$ cat config.mk
export PLATFORM = sky130hd
export DESIGN_NAME = axi2apb_bridge
export DESIGN_NICKNAME = d
export VERILOG_FILES = /design/src/hw/axi_types_pkg.sv /design/src/hw/apb_types_pkg.sv /design/src/hw/apb_word_if.sv /design/src/hw/beat_if.sv /design/src/hw/axi_txn_decoder.sv /design/src/hw/apb_master.sv /design/src/hw/axi_resp_builder.sv /design/src/hw/axi2apb_bridge.sv
export SDC_FILE = /design/constraint.sdc
export NUM_CORES = 1
export LEC_CHECK = 0
export ABC_AREA = 1
export BUFFER_PORTS_ARGS = -buffer_cell sky130_fd_sc_hd__buf_2
export CORE_AREA = 3 3 218 220
export DETAILED_ROUTE_END_ITERATION = 7
export DIE_AREA = 0 0 221 223
export GPL_TIMING_DRIVEN = 0
export RECOVER_POWER = 25
export SYNTH_ARGS = -nofsm -noshare
export SYNTH_HDL_FRONTEND = slang
export SYNTH_SLANG_ARGS = --single-unit
$ cat constraint.sdc
create_clock -name ACLK -period 6.65 [get_ports ACLK]
set_input_delay 0.9975 -clock ACLK [delete_from_list [all_inputs] [get_ports ACLK]]
set_output_delay 0.9975 -clock ACLK [all_outputs]
set_load 0.02 [all_outputs]
$ cat src/hw/axi_types_pkg.sv
// AXI-side types and constants, imported by the bridge RTL that handles AXI channels
`default_nettype none

package axi_types_pkg;

  // --------------------
  // Channel widths
  // --------------------
  typedef logic [31:0] axi_addr_t;   // Byte address
  typedef logic [63:0] axi_data_t;   // One beat on R or W
  typedef logic [7:0]  axi_len_t;    // Beats minus one
  typedef logic [2:0]  axi_size_t;   // Log2 of bytes per beat
  typedef logic [1:0]  axi_resp_t;

  // --------------------
  // Response codes
  // --------------------
  localparam axi_resp_t RESP_OKAY   = 2'b00;
  localparam axi_resp_t RESP_SLVERR = 2'b10;

  // Eight-byte beat, served as two APB words
  localparam axi_size_t SIZE_DWORD = 3'd3;

endpackage

`default_nettype wire

$ cat src/hw/apb_types_pkg.sv
// APB-side types and slot geometry, imported by the bridge RTL that handles APB words
`default_nettype none

package apb_types_pkg;

  // Peripheral map: eight slots of 4 KB
  localparam int NUM_SLOTS = 8;

  // --------------------
  // Bus widths
  // --------------------
  typedef logic [31:0]          apb_data_t;   // One APB word
  typedef logic [11:0]          apb_addr_t;   // Address inside a slot
  typedef logic [2:0]           slot_idx_t;   // Slot number
  typedef logic [NUM_SLOTS-1:0] psel_t;       // One-hot slot select

  // Address step from the low to the high half of a doubleword
  localparam int WORD_BYTES = 4;

endpackage

`default_nettype wire

$ cat src/hw/apb_word_if.sv
// Carries one APB word request from the decoder to the APB master and its completion back
`default_nettype none

interface apb_word_if;
  import apb_types_pkg::*;

  // Request, held stable from word_valid until word_done
  logic      word_valid;
  logic      word_write;
  slot_idx_t word_slot;
  apb_addr_t word_addr;
  apb_data_t word_wdata;
  logic      word_upper;   // Word belongs to bits 63:32 of the beat

  // Completion, one-cycle pulse with its data
  logic      word_done;
  apb_data_t word_rdata;
  logic      word_err;

  modport issuer (
    output word_valid, word_write, word_slot, word_addr, word_wdata, word_upper,
    input  word_done
  );

  modport executor (
    input  word_valid, word_write, word_slot, word_addr, word_wdata,
    output word_done, word_rdata, word_err
  );

  // Response side only watches completions
  modport observer (
    input word_done, word_rdata, word_err, word_upper, word_write
  );

endinterface

`default_nettype wire

$ cat src/hw/beat_if.sv
// Hands finished beats from the decoder to the response builder with valid/ready
`default_nettype none

interface beat_if;

  logic beat_valid;
  logic beat_write;   // Write beats only pass at the end of the burst
  logic beat_last;
  logic beat_ready;   // Low while R or B waits on the AXI master

  modport source (
    output beat_valid, beat_write, beat_last,
    input  beat_ready
  );

  modport sink (
    input  beat_valid, beat_write, beat_last,
    output beat_ready
  );

endinterface

`default_nettype wire

$ cat src/hw/axi_txn_decoder.sv
// Accepts one AXI read or write and walks its fixed burst as a sequence of APB word requests
`default_nettype none

module axi_txn_decoder (
  input  wire                           ACLK,
  input  wire                           ARESETn,
  // Read address
  input  wire axi_types_pkg::axi_addr_t araddr_i,
  input  wire axi_types_pkg::axi_len_t  arlen_i,
  input  wire axi_types_pkg::axi_size_t arsize_i,
  input  wire                           arvalid_i,
  output logic                          arready_o,
  // Write address
  input  wire axi_types_pkg::axi_addr_t awaddr_i,
  input  wire axi_types_pkg::axi_len_t  awlen_i,
  input  wire axi_types_pkg::axi_size_t awsize_i,
  input  wire                           awvalid_i,
  output logic                          awready_o,
  // Write data
  input  wire axi_types_pkg::axi_data_t wdata_i,
  input  wire                           wvalid_i,
  output logic                          wready_o,
  // Internal links
  apb_word_if.issuer                    word,
  beat_if.source                        beat
);
  import axi_types_pkg::*;
  import apb_types_pkg::*;

  typedef enum logic [1:0] {IDLE, ISSUE, WAIT_WORD, WAIT_BEAT} dec_state_t;

  dec_state_t state_q;
  axi_addr_t  addr_q;
  axi_size_t  size_q;
  axi_len_t   beats_left_q;   // Beats still to run after the current one
  logic       write_q;
  logic       word_idx_q;     // Set while on the high half of a doubleword

  logic       is_dword;
  logic       last_word;
  logic       lane_upper;
  logic       can_issue;
  apb_addr_t  base_addr;

  // --------------------
  // Word plan
  // --------------------
  assign is_dword   = (size_q == SIZE_DWORD);
  assign last_word  = is_dword ? word_idx_q : 1'b1;
  assign lane_upper = is_dword ? word_idx_q : addr_q[$clog2(WORD_BYTES)];
  assign base_addr  = addr_q[$bits(apb_addr_t)-1:0];

  // Write words need the W beat, every word needs room on the response side
  assign can_issue = beat.beat_ready && (!write_q || wvalid_i);

  assign word.word_valid = (state_q == WAIT_WORD) || ((state_q == ISSUE) && can_issue);
  assign word.word_write = write_q;
  assign word.word_slot  = addr_q[$bits(apb_addr_t) +: $bits(slot_idx_t)];
  assign word.word_addr  = word_idx_q ? base_addr + apb_addr_t'(WORD_BYTES) : base_addr;
  assign word.word_upper = lane_upper;
  assign word.word_wdata = lane_upper ? wdata_i[63:32] : wdata_i[31:0];

  // --------------------
  // AXI handshakes
  // --------------------
  assign arready_o = (state_q == IDLE) && arvalid_i;   // Reads win
  assign awready_o = (state_q == IDLE) && !arvalid_i && awvalid_i && wvalid_i;
  assign wready_o  = (state_q == WAIT_WORD) && write_q && last_word && word.word_done;

  assign beat.beat_valid = (state_q == WAIT_BEAT);
  assign beat.beat_write = write_q;
  assign beat.beat_last  = (beats_left_q == '0);

  // Transaction payload
  always_ff @(posedge ACLK) begin
    if (arready_o) begin
      addr_q <= araddr_i;
      size_q <= arsize_i;
    end else if (awready_o) begin
      addr_q <= awaddr_i;
      size_q <= awsize_i;
    end
  end

  always_ff @(posedge ACLK or negedge ARESETn) begin
    if (!ARESETn) begin
      state_q      <= IDLE;
      beats_left_q <= '0;
      write_q      <= 1'b0;
      word_idx_q   <= 1'b0;
    end else begin
      case (state_q)
        IDLE: begin
          word_idx_q <= 1'b0;
          if (arready_o) begin
            write_q      <= 1'b0;
            beats_left_q <= arlen_i;
            state_q      <= ISSUE;
          end else if (awready_o) begin
            write_q      <= 1'b1;
            beats_left_q <= awlen_i;
            state_q      <= ISSUE;
          end
        end
        ISSUE: begin
          if (can_issue) state_q <= WAIT_WORD;
        end
        WAIT_WORD: begin
          if (word.word_done) begin
            if (!last_word) begin
              word_idx_q <= 1'b1;   // Go on with the high half
              state_q    <= ISSUE;
            end else begin
              word_idx_q <= 1'b0;
              if (write_q && (beats_left_q != '0)) begin
                beats_left_q <= beats_left_q - 1'b1;   // Next W beat, same address
                state_q      <= ISSUE;
              end else begin
                state_q <= WAIT_BEAT;
              end
            end
          end
        end
        WAIT_BEAT: begin
          if (beat.beat_ready) begin
            if (beats_left_q == '0) begin
              state_q <= IDLE;
            end else begin
              beats_left_q <= beats_left_q - 1'b1;
              state_q      <= ISSUE;
            end
          end
        end
        default: state_q <= IDLE;
      endcase
    end
  end

endmodule

`default_nettype wire

$ cat src/hw/apb_master.sv
// Runs the APB setup and access phases for one word request and picks the addressed slot
`default_nettype none

module apb_master (
  input  wire                                                 ACLK,
  input  wire                                                 ARESETn,
  apb_word_if.executor                                        word,
  // APB
  output apb_types_pkg::psel_t                                psel_o,
  output logic                                                penable_o,
  output logic                                                pwrite_o,
  output apb_types_pkg::apb_addr_t                            paddr_o,
  output apb_types_pkg::apb_data_t                            pwdata_o,
  input  wire apb_types_pkg::apb_data_t [apb_types_pkg::NUM_SLOTS-1:0] prdata_i,
  input  wire apb_types_pkg::psel_t                           pready_i,
  input  wire apb_types_pkg::psel_t                           pslverr_i
);
  import apb_types_pkg::*;

  typedef enum logic [1:0] {IDLE, SETUP, ACCESS} apb_state_t;

  apb_state_t state_q;
  psel_t      slot_sel;
  logic       sel_ready;
  logic       done_q;
  apb_data_t  rdata_q;
  logic       err_q;

  // Slot decode
  assign slot_sel  = psel_t'(1) << word.word_slot;
  assign sel_ready = pready_i[word.word_slot];

  assign psel_o    = (state_q == IDLE) ? '0 : slot_sel;
  assign penable_o = (state_q == ACCESS);
  assign pwrite_o  = word.word_write;
  assign paddr_o   = word.word_addr;   // Request is stable until done
  assign pwdata_o  = word.word_wdata;

  assign word.word_done  = done_q;
  assign word.word_rdata = rdata_q;
  assign word.word_err   = err_q;

  // Completion data, valid with the done pulse
  always_ff @(posedge ACLK) begin
    if ((state_q == ACCESS) && sel_ready) begin
      rdata_q <= prdata_i[word.word_slot];
      err_q   <= pslverr_i[word.word_slot];
    end
  end

  always_ff @(posedge ACLK or negedge ARESETn) begin
    if (!ARESETn) begin
      state_q <= IDLE;
      done_q  <= 1'b0;
    end else begin
      done_q <= 1'b0;
      case (state_q)
        // The finished word is still valid while done pulses
        IDLE:    if (word.word_valid && !done_q) state_q <= SETUP;
        SETUP:   state_q <= ACCESS;
        ACCESS: begin
          if (sel_ready) begin
            done_q  <= 1'b1;
            state_q <= IDLE;
          end
        end
        default: state_q <= IDLE;
      endcase
    end
  end

endmodule

`default_nettype wire

$ cat src/hw/axi_resp_builder.sv
// Builds R beats from completed APB words, collects errors and drives the R and B channels
`default_nettype none

module axi_resp_builder (
  input  wire                           ACLK,
  input  wire                           ARESETn,
  apb_word_if.observer                  word,
  beat_if.sink                          beat,
  // Read data
  output axi_types_pkg::axi_data_t      rdata_o,
  output axi_types_pkg::axi_resp_t      rresp_o,
  output logic                          rlast_o,
  output logic                          rvalid_o,
  input  wire                           rready_i,
  // Write response
  output axi_types_pkg::axi_resp_t      bresp_o,
  output logic                          bvalid_o,
  input  wire                           bready_i
);
  import axi_types_pkg::*;

  axi_data_t rdata_q;    // Beat under assembly, then on R
  logic      rerr_q;     // Any word of this R beat failed
  logic      werr_q;     // Any word of this write burst failed
  logic      rlast_q;
  logic      rvalid_q;
  logic      bvalid_q;

  logic      beat_fire;
  logic      r_hs;
  logic      b_hs;

  assign beat.beat_ready = !rvalid_q && !bvalid_q;   // Back-pressure to the decoder
  assign beat_fire       = beat.beat_valid && beat.beat_ready;
  assign r_hs            = rvalid_q && rready_i;
  assign b_hs            = bvalid_q && bready_i;

  assign rdata_o  = rdata_q;
  assign rresp_o  = rerr_q ? RESP_SLVERR : RESP_OKAY;
  assign rlast_o  = rlast_q;
  assign rvalid_o = rvalid_q;
  assign bresp_o  = werr_q ? RESP_SLVERR : RESP_OKAY;
  assign bvalid_o = bvalid_q;

  // --------------------
  // Read side
  // --------------------
  always_ff @(posedge ACLK or negedge ARESETn) begin
    if (!ARESETn) begin
      rdata_q  <= '0;
      rerr_q   <= 1'b0;
      rlast_q  <= 1'b0;
      rvalid_q <= 1'b0;
    end else if (r_hs) begin
      rdata_q  <= '0;   // Next beat starts empty
      rerr_q   <= 1'b0;
      rlast_q  <= 1'b0;
      rvalid_q <= 1'b0;
    end else begin
      if (word.word_done && !word.word_write) begin
        if (word.word_upper) rdata_q[63:32] <= word.word_rdata;
        else                 rdata_q[31:0]  <= word.word_rdata;
        rerr_q <= rerr_q | word.word_err;
      end
      if (beat_fire && !beat.beat_write) begin
        rvalid_q <= 1'b1;
        rlast_q  <= beat.beat_last;
      end
    end
  end

  // --------------------
  // Write side
  // --------------------
  always_ff @(posedge ACLK or negedge ARESETn) begin
    if (!ARESETn) begin
      werr_q   <= 1'b0;
      bvalid_q <= 1'b0;
    end else if (b_hs) begin
      werr_q   <= 1'b0;
      bvalid_q <= 1'b0;
    end else begin
      if (word.word_done && word.word_write) werr_q <= werr_q | word.word_err;
      if (beat_fire && beat.beat_write)      bvalid_q <= 1'b1;   // Last beat only
    end
  end

endmodule

`default_nettype wire

$ cat src/hw/axi2apb_bridge.sv
// AXI4-to-APB bridge top; connect a 64-bit AXI master and eight 4 KB APB slots here
`default_nettype none

module axi2apb_bridge (
  input  wire                           ACLK,
  input  wire                           ARESETn,
  // AXI read address
  input  wire axi_types_pkg::axi_addr_t araddr_i,
  input  wire axi_types_pkg::axi_len_t  arlen_i,
  input  wire axi_types_pkg::axi_size_t arsize_i,
  input  wire                           arvalid_i,
  output logic                          arready_o,
  // AXI write address
  input  wire axi_types_pkg::axi_addr_t awaddr_i,
  input  wire axi_types_pkg::axi_len_t  awlen_i,
  input  wire axi_types_pkg::axi_size_t awsize_i,
  input  wire                           awvalid_i,
  output logic                          awready_o,
  // AXI write data
  input  wire axi_types_pkg::axi_data_t wdata_i,
  input  wire                           wvalid_i,
  output logic                          wready_o,
  // AXI read data
  output axi_types_pkg::axi_data_t      rdata_o,
  output axi_types_pkg::axi_resp_t      rresp_o,
  output logic                          rlast_o,
  output logic                          rvalid_o,
  input  wire                           rready_i,
  // AXI write response
  output axi_types_pkg::axi_resp_t      bresp_o,
  output logic                          bvalid_o,
  input  wire                           bready_i,
  // APB
  output apb_types_pkg::psel_t          psel_o,
  output logic                          penable_o,
  output logic                          pwrite_o,
  output apb_types_pkg::apb_addr_t      paddr_o,
  output apb_types_pkg::apb_data_t      pwdata_o,
  input  wire apb_types_pkg::apb_data_t [apb_types_pkg::NUM_SLOTS-1:0] prdata_i,
  input  wire apb_types_pkg::psel_t     pready_i,
  input  wire apb_types_pkg::psel_t     pslverr_i
);

  apb_word_if word_link ();
  beat_if     beat_link ();

  // Decode and sequence
  axi_txn_decoder u_decoder (
    .ACLK, .ARESETn,
    .araddr_i, .arlen_i, .arsize_i, .arvalid_i, .arready_o,
    .awaddr_i, .awlen_i, .awsize_i, .awvalid_i, .awready_o,
    .wdata_i, .wvalid_i, .wready_o,
    .word (word_link.issuer),
    .beat (beat_link.source)
  );

  // Execute on APB
  apb_master u_apb_master (
    .ACLK, .ARESETn,
    .word (word_link.executor),
    .psel_o, .penable_o, .pwrite_o, .paddr_o, .pwdata_o,
    .prdata_i, .pready_i, .pslverr_i
  );

  // Return R and B
  axi_resp_builder u_resp_builder (
    .ACLK, .ARESETn,
    .word (word_link.observer),
    .beat (beat_link.sink),
    .rdata_o, .rresp_o, .rlast_o, .rvalid_o, .rready_i,
    .bresp_o, .bvalid_o, .bready_i
  );

endmodule

`default_nettype wire

==> results.json, run 1 <==
{
  "gp_congestion": 0.946,
  "setup_tns_ns": 0,
  "num_io_pins": 557,
  "row_count": 78,
  "yosysUniqueCellTypes": 38,
  "cts_buffers": 17,
  "synth_top_area_share_pct": 29.5,
  "status": "finished clean",
  "syn_to_final_growth_pct": 46.3,
  "skew_ns": 0.0144,
  "tightestPinTransition_ns": 1.47,
  "clk_latency_ns": 0.43,
  "p_leak_uw": 0.00685,
  "cts_tree": "yes",
  "drt_wl_total_um": 44100,
  "die_area_um2": 49300,
  "first_iter_violations": 649,
  "fin_nets": 2234,
  "cp_top_family": "buffers and inverters",
  "worstSetupEndpointType": "output port",
  "drive_gt1_share_pct": 34.7,
  "critPathMaxFanout": 10,
  "avgSynthCellArea_um2": 6.82,
  "hold_class": "reg -> reg",
  "slew_violations": 0,
  "powerDensity_nw_per_um2": 390,
  "worstPathArrival_ns": 2.50,
  "crit_buf_inv": 3,
  "grt_overflow_total": 0,
  "fp.dieH_um": 223,
  "ys_top_cells_by_area": "nand2_1, dfrtp_1, edfxtp_1",
  "cts_root_buf": "clkbuf_16",
  "post-route-drc-count": 0,
  "grt_max_degree": 61,
  "post_drt_wl_per_cell_um": 18.2,
  "max-vdd-ir-drop_v": 0.000173,
  "ys.warnings.count": 0,
  "synth_flop_cell": "dfrtp_1",
  "synth_cells": 1261,
  "dr.pass1.iters": 5,
  "synth_area_leader_cell": "nand2_1",
  "min_period_ns": 3.50,
  "ys_seq_area_share_pct": 42.3,
  "start_util_pct": 18.9,
  "grt_pass1_vias": 10500,
  "synth_seq_cells": 135,
  "start_kind": "flop",
  "clk_transition_reported_paths_ns": 0.07,
  "finalHoldViolations": 0,
  "cts_max_path_buffers": 2,
  "vias": 10500,
  "cts_sinks": 135,
  "r2r_slack_ns": 4.03,
  "grt_use_total_pct": 17.0,
  "path_class": "reg -> out",
  "antenna_left": 0,
  "finalSetupViolations": 0,
  "crit_path_max_incr_delay_ns": 0.71,
  "yosysMostFrequentCell": "nand2_1",
  "synth_area_um2": 8600,
  "crit_path_cell_trace": "inv_1 > buf_1 > nand2_1 > nor2_1 > buf_2",
  "vias_per_cell": 4.36,
  "cts_resized": 0,
  "grt_pass1_wl_um": 63800,
  "synth_commonest_cells": "nand2_1, dfrtp_1, nand3_1, nor2_1, nand4_1",
  "final_core_util_pct": 27.7,
  "die_w_um": 221,
  "synth-edff-count": 51,
  "synth-async-reset-ratio_pct": 62.2,
  "grt_antenna_before_repair": 5,
  "cts_hold_buf": 0,
  "cp.required_ns": 5.65,
  "place_hpwl_um": 37400,
  "fmax_mhz": 286,
  "cap_viol_max_count": 0,
  "io_buffers": 520,
  "cts_setup_buffers": 0,
  "critical-path-slowest-cell": "buf_1",
  "rsz0062_at_grt": "no",
  "core-area_um2": 45500,
  "cts_max_level": 4,
  "slew_headroom_pct": 2.01,
  "finalCritPeriodShare_pct": 52.7
}
[path summary, 6_finish.rpt]
kind                            cells past startpoint                               to                         from
worst max register to register                      7  u_apb_master.word.word_rdata[3]         u_decoder.addr_q[12]
max in group asynchronous                           2        u_decoder.beats_left_q[7]                      ARESETn
worst min register to register                      1          u_apb_master.state_q[0]  u_apb_master.word.word_done
worst min-delay path                                1          u_apb_master.state_q[0]  u_apb_master.word.word_done
worst max-delay path                                5                        psel_o[3]         u_decoder.addr_q[14]
min in group asynchronous                           1        u_resp_builder.rdata_o[8]                      ARESETn
[area by class of cell]
type,count,area (um2)
fill,5086,32900
multi-input combinational,981,4240
sequential,135,3630
timing repair buffer,521,2630
tap,600,751
clock buffer,19,475
buffer,76,450
inverter,70,267
clock inverter,13,120
antenna,3,7.51
[per-stage QoR]
step / worst slack (ns) / instance area [um2] / instances / power (uW) / hold WS (ns)
after floorplan: 3.52 / 8600 / 1262 / 2960 / 0.454
after global placement: 2.67 / 12000 / 2382 / 3990 / 0.480
after detailed placement: 3.53 / 12000 / 2383 / 4020 / 0.487
after CTS: 3.04 / 12600 / 2415 / 5000 / 0.458
after global routing: 2.97 / 12600 / 2418 / 5290 / 0.534
final: 3.15 / 12600 / 2418 / 4910 / 0.495
[power breakdown]
group	switching, uW	internal (uW)
sequential	200	1220
combinational	1730	806
clock	411	539
[flip-flops by register name (all words and copies together), names as in the netlist, 2 cells and up]
| signal | count |
|---|---|
| u_resp_builder.rdata_o | 64 |
| u_decoder.addr_q | 15 |
| u_decoder.beats_left_q | 8 |
| u_decoder.size_q | 3 |
| u_decoder.state_q | 2 |
| u_apb_master.word.word_rdata | 32 |
| u_apb_master.state_q | 2 |
[cell families (layout without fill, tap and decap cells)]
kind of cell,Yosys count,in the layout,share of synthesized area (%)
AO/OA/AOI/OAI,54,54,3.91
buffers and inverters,146,699,8.41
adder cells (fa/ha/maj),3,3,0.437
flip-flops,135,135,42.3
XOR/XNOR,10,10,1.02
other,1,5,0.0436
AND/OR/NAND/NOR,912,912,43.9
[cell usage in the layout, fill, tap and decap left out, types with 6 or more instances in the layout]
| cell | count |
|---|---|
| a22oi_1 | 15 |
| nand3_1 | 82 |
| buf_2 | 549 |
| clkbuf_16 | 19 |
| nand4_1 | 64 |
| buf_4 | 16 |
| clkbuf_1 | 17 |
| edfxtp_1 | 51 |
| o21a_1 | 6 |
| buf_6 | 9 |
| o21ai_0 | 13 |
| xor2_1 | 7 |
| inv_6 | 7 |
| nor2_1 | 69 |
| dfrtp_1 | 84 |
| nand2_1 | 677 |
| a21oi_1 | 9 |
| inv_1 | 63 |
[routing by layer]
metal | global-route usage (%) | up-vias | wire length [um]
met4 | 6.38 | 0 | 1380
li1 | - | 5100 | -
met1 | 20.6 | 4886 | 18300
met3 | 2.37 | 62 | 2400
met5 | 0 | - | 0
met2 | 30.7 | 498 | 22000
(Power assumes the default switching activity.)
==> run 2: changes to the inputs <==
ABC_AREA = 0   (was 1)
CORE_AREA = 3 3 216 218   (was 3 3 218 220)
DIE_AREA = 0 0 219 221   (was 0 0 221 223)
clock period = 3.1 ns   (was 6.65 ns; I/O delays follow)
==> results.json, run 2 <==
{
  "path_class": "reg -> out",
  "r2r_slack_ns": 0.41,
  "synth_commonest_cells": "nand2_1, dfrtp_1, a21oi_1, o21ai_0, mux4_2",
  "ys.warnings.count": 0,
  "tightestPinTransition_ns": 1.97,
  "fmax_mhz": 349,
  "multi_input_area_um2": 4500,
  "finalCritPeriodShare_pct": 92.5,
  "finalHoldViolations": 0,
  "status": "finished, violations left",
  "cts_tree": "yes",
  "hold_path_end": "u_resp_builder.werr_q",
  "r2r-end": "u_apb_master.word.word_rdata[1]",
  "synth_mux_area_share_pct": 23.7,
  "synth_xor_area_share_pct": 0.932,
  "cts_buffers": 17,
  "synth_seq_cells": 135,
  "row_count": 78,
  "layout_common_cells": "buf_2, nand2_1, dfrtp_1, o21ai_0, a21oi_1",
  "core-area_um2": 45100,
  "synth_top_area_share_pct": 24.8,
  "dr.pass1.iters": 6,
  "synth-async-reset-ratio_pct": 62.2,
  "fillers": 4867,
  "grt_pass1_wl_um": 55500,
  "startpoint": "u_decoder.addr_q[14]",
  "fin_hold_ws_ns": 0.218,
  "cts_max_level": 4,
  "avgSynthCellArea_um2": 10.3,
  "cts_setup_buffers": 0,
  "synth_cells": 823,
  "violations": "max-capacitance violations, max-slew violations",
  "synth-simple-area-share_pct": 16.1,
  "gp_congestion": 0.952,
  "vias": 8841,
  "rsz0062_at_grt": "no",
  "synth-edff-count": 51,
  "layout.cells.non_filler": 1978,
  "first_iter_violations": 441,
  "hold_class": "in -> reg",
  "yosysUniqueCellTypes": 60,
  "grt_antenna_before_repair": 7,
  "cts_root_buf": "clkbuf_16",
  "synth_compound_area_share_pct": 11.6,
  "post-place-cells": 1946,
  "min_period_ns": 2.87,
  "drive_gt1_share_pct": 49.1,
  "ys_seq_area_share_pct": 43.0,
  "num_io_pins": 557,
  "die_w_um": 219,
  "synth_area_leader_cell": "dfrtp_1",
  "setup_slack_ns": 0.232,
  "place_hpwl_um": 32600,
  "grt_pass1_vias": 9240,
  "post_drt_wl_per_cell_um": 19.5,
  "slew_headroom_pct": -31.7,
  "yosysMostFrequentCell": "nand2_1",
  "fin_nets": 1795,
  "cts_max_path_buffers": 2,
  "post-route-drc-count": 0,
  "regArea_um2": 3630,
  "finalInstanceArea_um2": 12500,
  "worstHoldStart": "bready_i",
  "grt_overflow_total": 0,
  "antenna_left": 0,
  "start_kind": "flop",
  "rr_worst_depth": 4,
  "synth_area_um2": 8460,
  "drt_wl_total_um": 38600,
  "worstSetupEndpointType": "output port",
  "clk_latency_ns": 0.43,
  "fp.dieH_um": 221,
  "grt_use_total_pct": 15.3,
  "powerDensity_nw_per_um2": 720,
  "worstPathArrival_ns": 2.40,
  "dp_slack_ns": -0.0907,
  "synth_top_family_by_area": "multiplexers",
  "yosys.area_share.adder_pct": 0.444,
  "syn_to_final_growth_pct": 47.3,
  "cap_viol_max_count": 1,
  "worstReg2RegStart": "u_decoder.addr_q[13]",
  "ys_top_cells_by_area": "dfrtp_1, edfxtp_1, mux4_2",
  "synth_flop_cell": "dfrtp_1",
  "max-vdd-ir-drop_v": 0.000308,
  "dpl_cell_area_um2": 11900,
  "cts_sinks": 135,
  "p_leak_uw": 0.00576,
  "largest_register_ffs": 64,
  "final_core_util_pct": 27.6,
  "skew_ns": 0.00814,
  "critPathMaxFanout": 10,
  "io_buffers": 519,
  "slew_violations": 34,
  "cp.required_ns": 2.63,
  "clk_transition_reported_paths_ns": 0.06,
  "die_area_um2": 48400,
  "finalSetupViolations": 0,
  "layout_commonest_cell": "buf_2",
  "grt_max_degree": 52,
  "start_util_pct": 18.8,
  "hold_path_depth": 2,
  "vias_per_cell": 4.47
}
==> run 2: cell types whose count changed after synthesis, sizes merged, moves of 14 or more <==
cell    change
a21oi      +63
a22oi      -14
buf        -45
clkbuf     +46
inv        -62
mux2       +36
mux4       +68
nand2     -484
nand3      -46
nand4      -58
nor2       -63
o21ai      +55
==> run 2: worst max-delay path: stages, from the launching register on <==
cell and delay, ns:
edfxtp_1 0.71, buf_1 0.50, o21ai_0 0.31, nor2_1 0.23, buf_2 0.21
==> run 2: kinds of logic (layout without fill, tap and decap cells) <==
logic type | count (synthesis) | after routing
fa+ha+maj | 3 | 3
buf+inv | 84 | 636
flops | 135 | 135
xor+xnor | 9 | 9
compound gates | 176 | 176
simple gates | 304 | 304
other cells | 1 | 4
mux | 111 | 111
==> run 2: repair_timing <==
| item | in CTS | in global routing |
|---|---|---|
| resized for setup | 5 | 6 |
| endpoints found under the hold margin | 33 | 0 |
| hold buffers | 1 | 0 |
| setup endpoints to repair | 36 | 6 |
==> run 2: worst max-delay path by stage <==
stage / slack (ns) / end
finish: 0.23 / psel_o[5]
global route: 0.03 / psel_o[5]
CTS: 0.05 / pwdata_o[24]
detailed placement: -0.09 / pwdata_o[22]
global placement: -1.44 / u_apb_master.word.word_rdata[10]
floorplan: 0.16 / u_apb_master.word.word_err
==> run 2: through the flow <==
step	TNS (ns)	power, uW
global route	0	9560
global placement	-48.74	7010
CTS	0	9120
floorplan	0	5300
detailed placement	-0.144	7090
finish	0	8980
==> run 2: cell type report <==
type / instances / area share (%)
multi-input combinational: 605 / 36.1
sequential: 135 / 29.2
timing repair buffer: 523 / 21.3
tap: 600 / 6.02
clock buffer: 22 / 3.90
buffer: 74 / 2.54
clock inverter: 10 / 0.763
inverter: 7 / 0.211
antenna: 2 / 0.0402
==> run 2: routing by layer <==
layer  vias up  share of wire (%)  GRT usage (%)
li1       4112                  -              -
met1      4233                 39           17.7
met2       444                 50           27.4
met3        48                7.3           3.54
met4         4                3.0           5.67
met5         -              0.070              0
==> run 2: power breakdown <==
part	internal, uW	leakage (uW)	switching, uW
Sequential	2480	0.00159	417
Clock	1190	0.000289	796
Combinational	1530	0.00389	2560
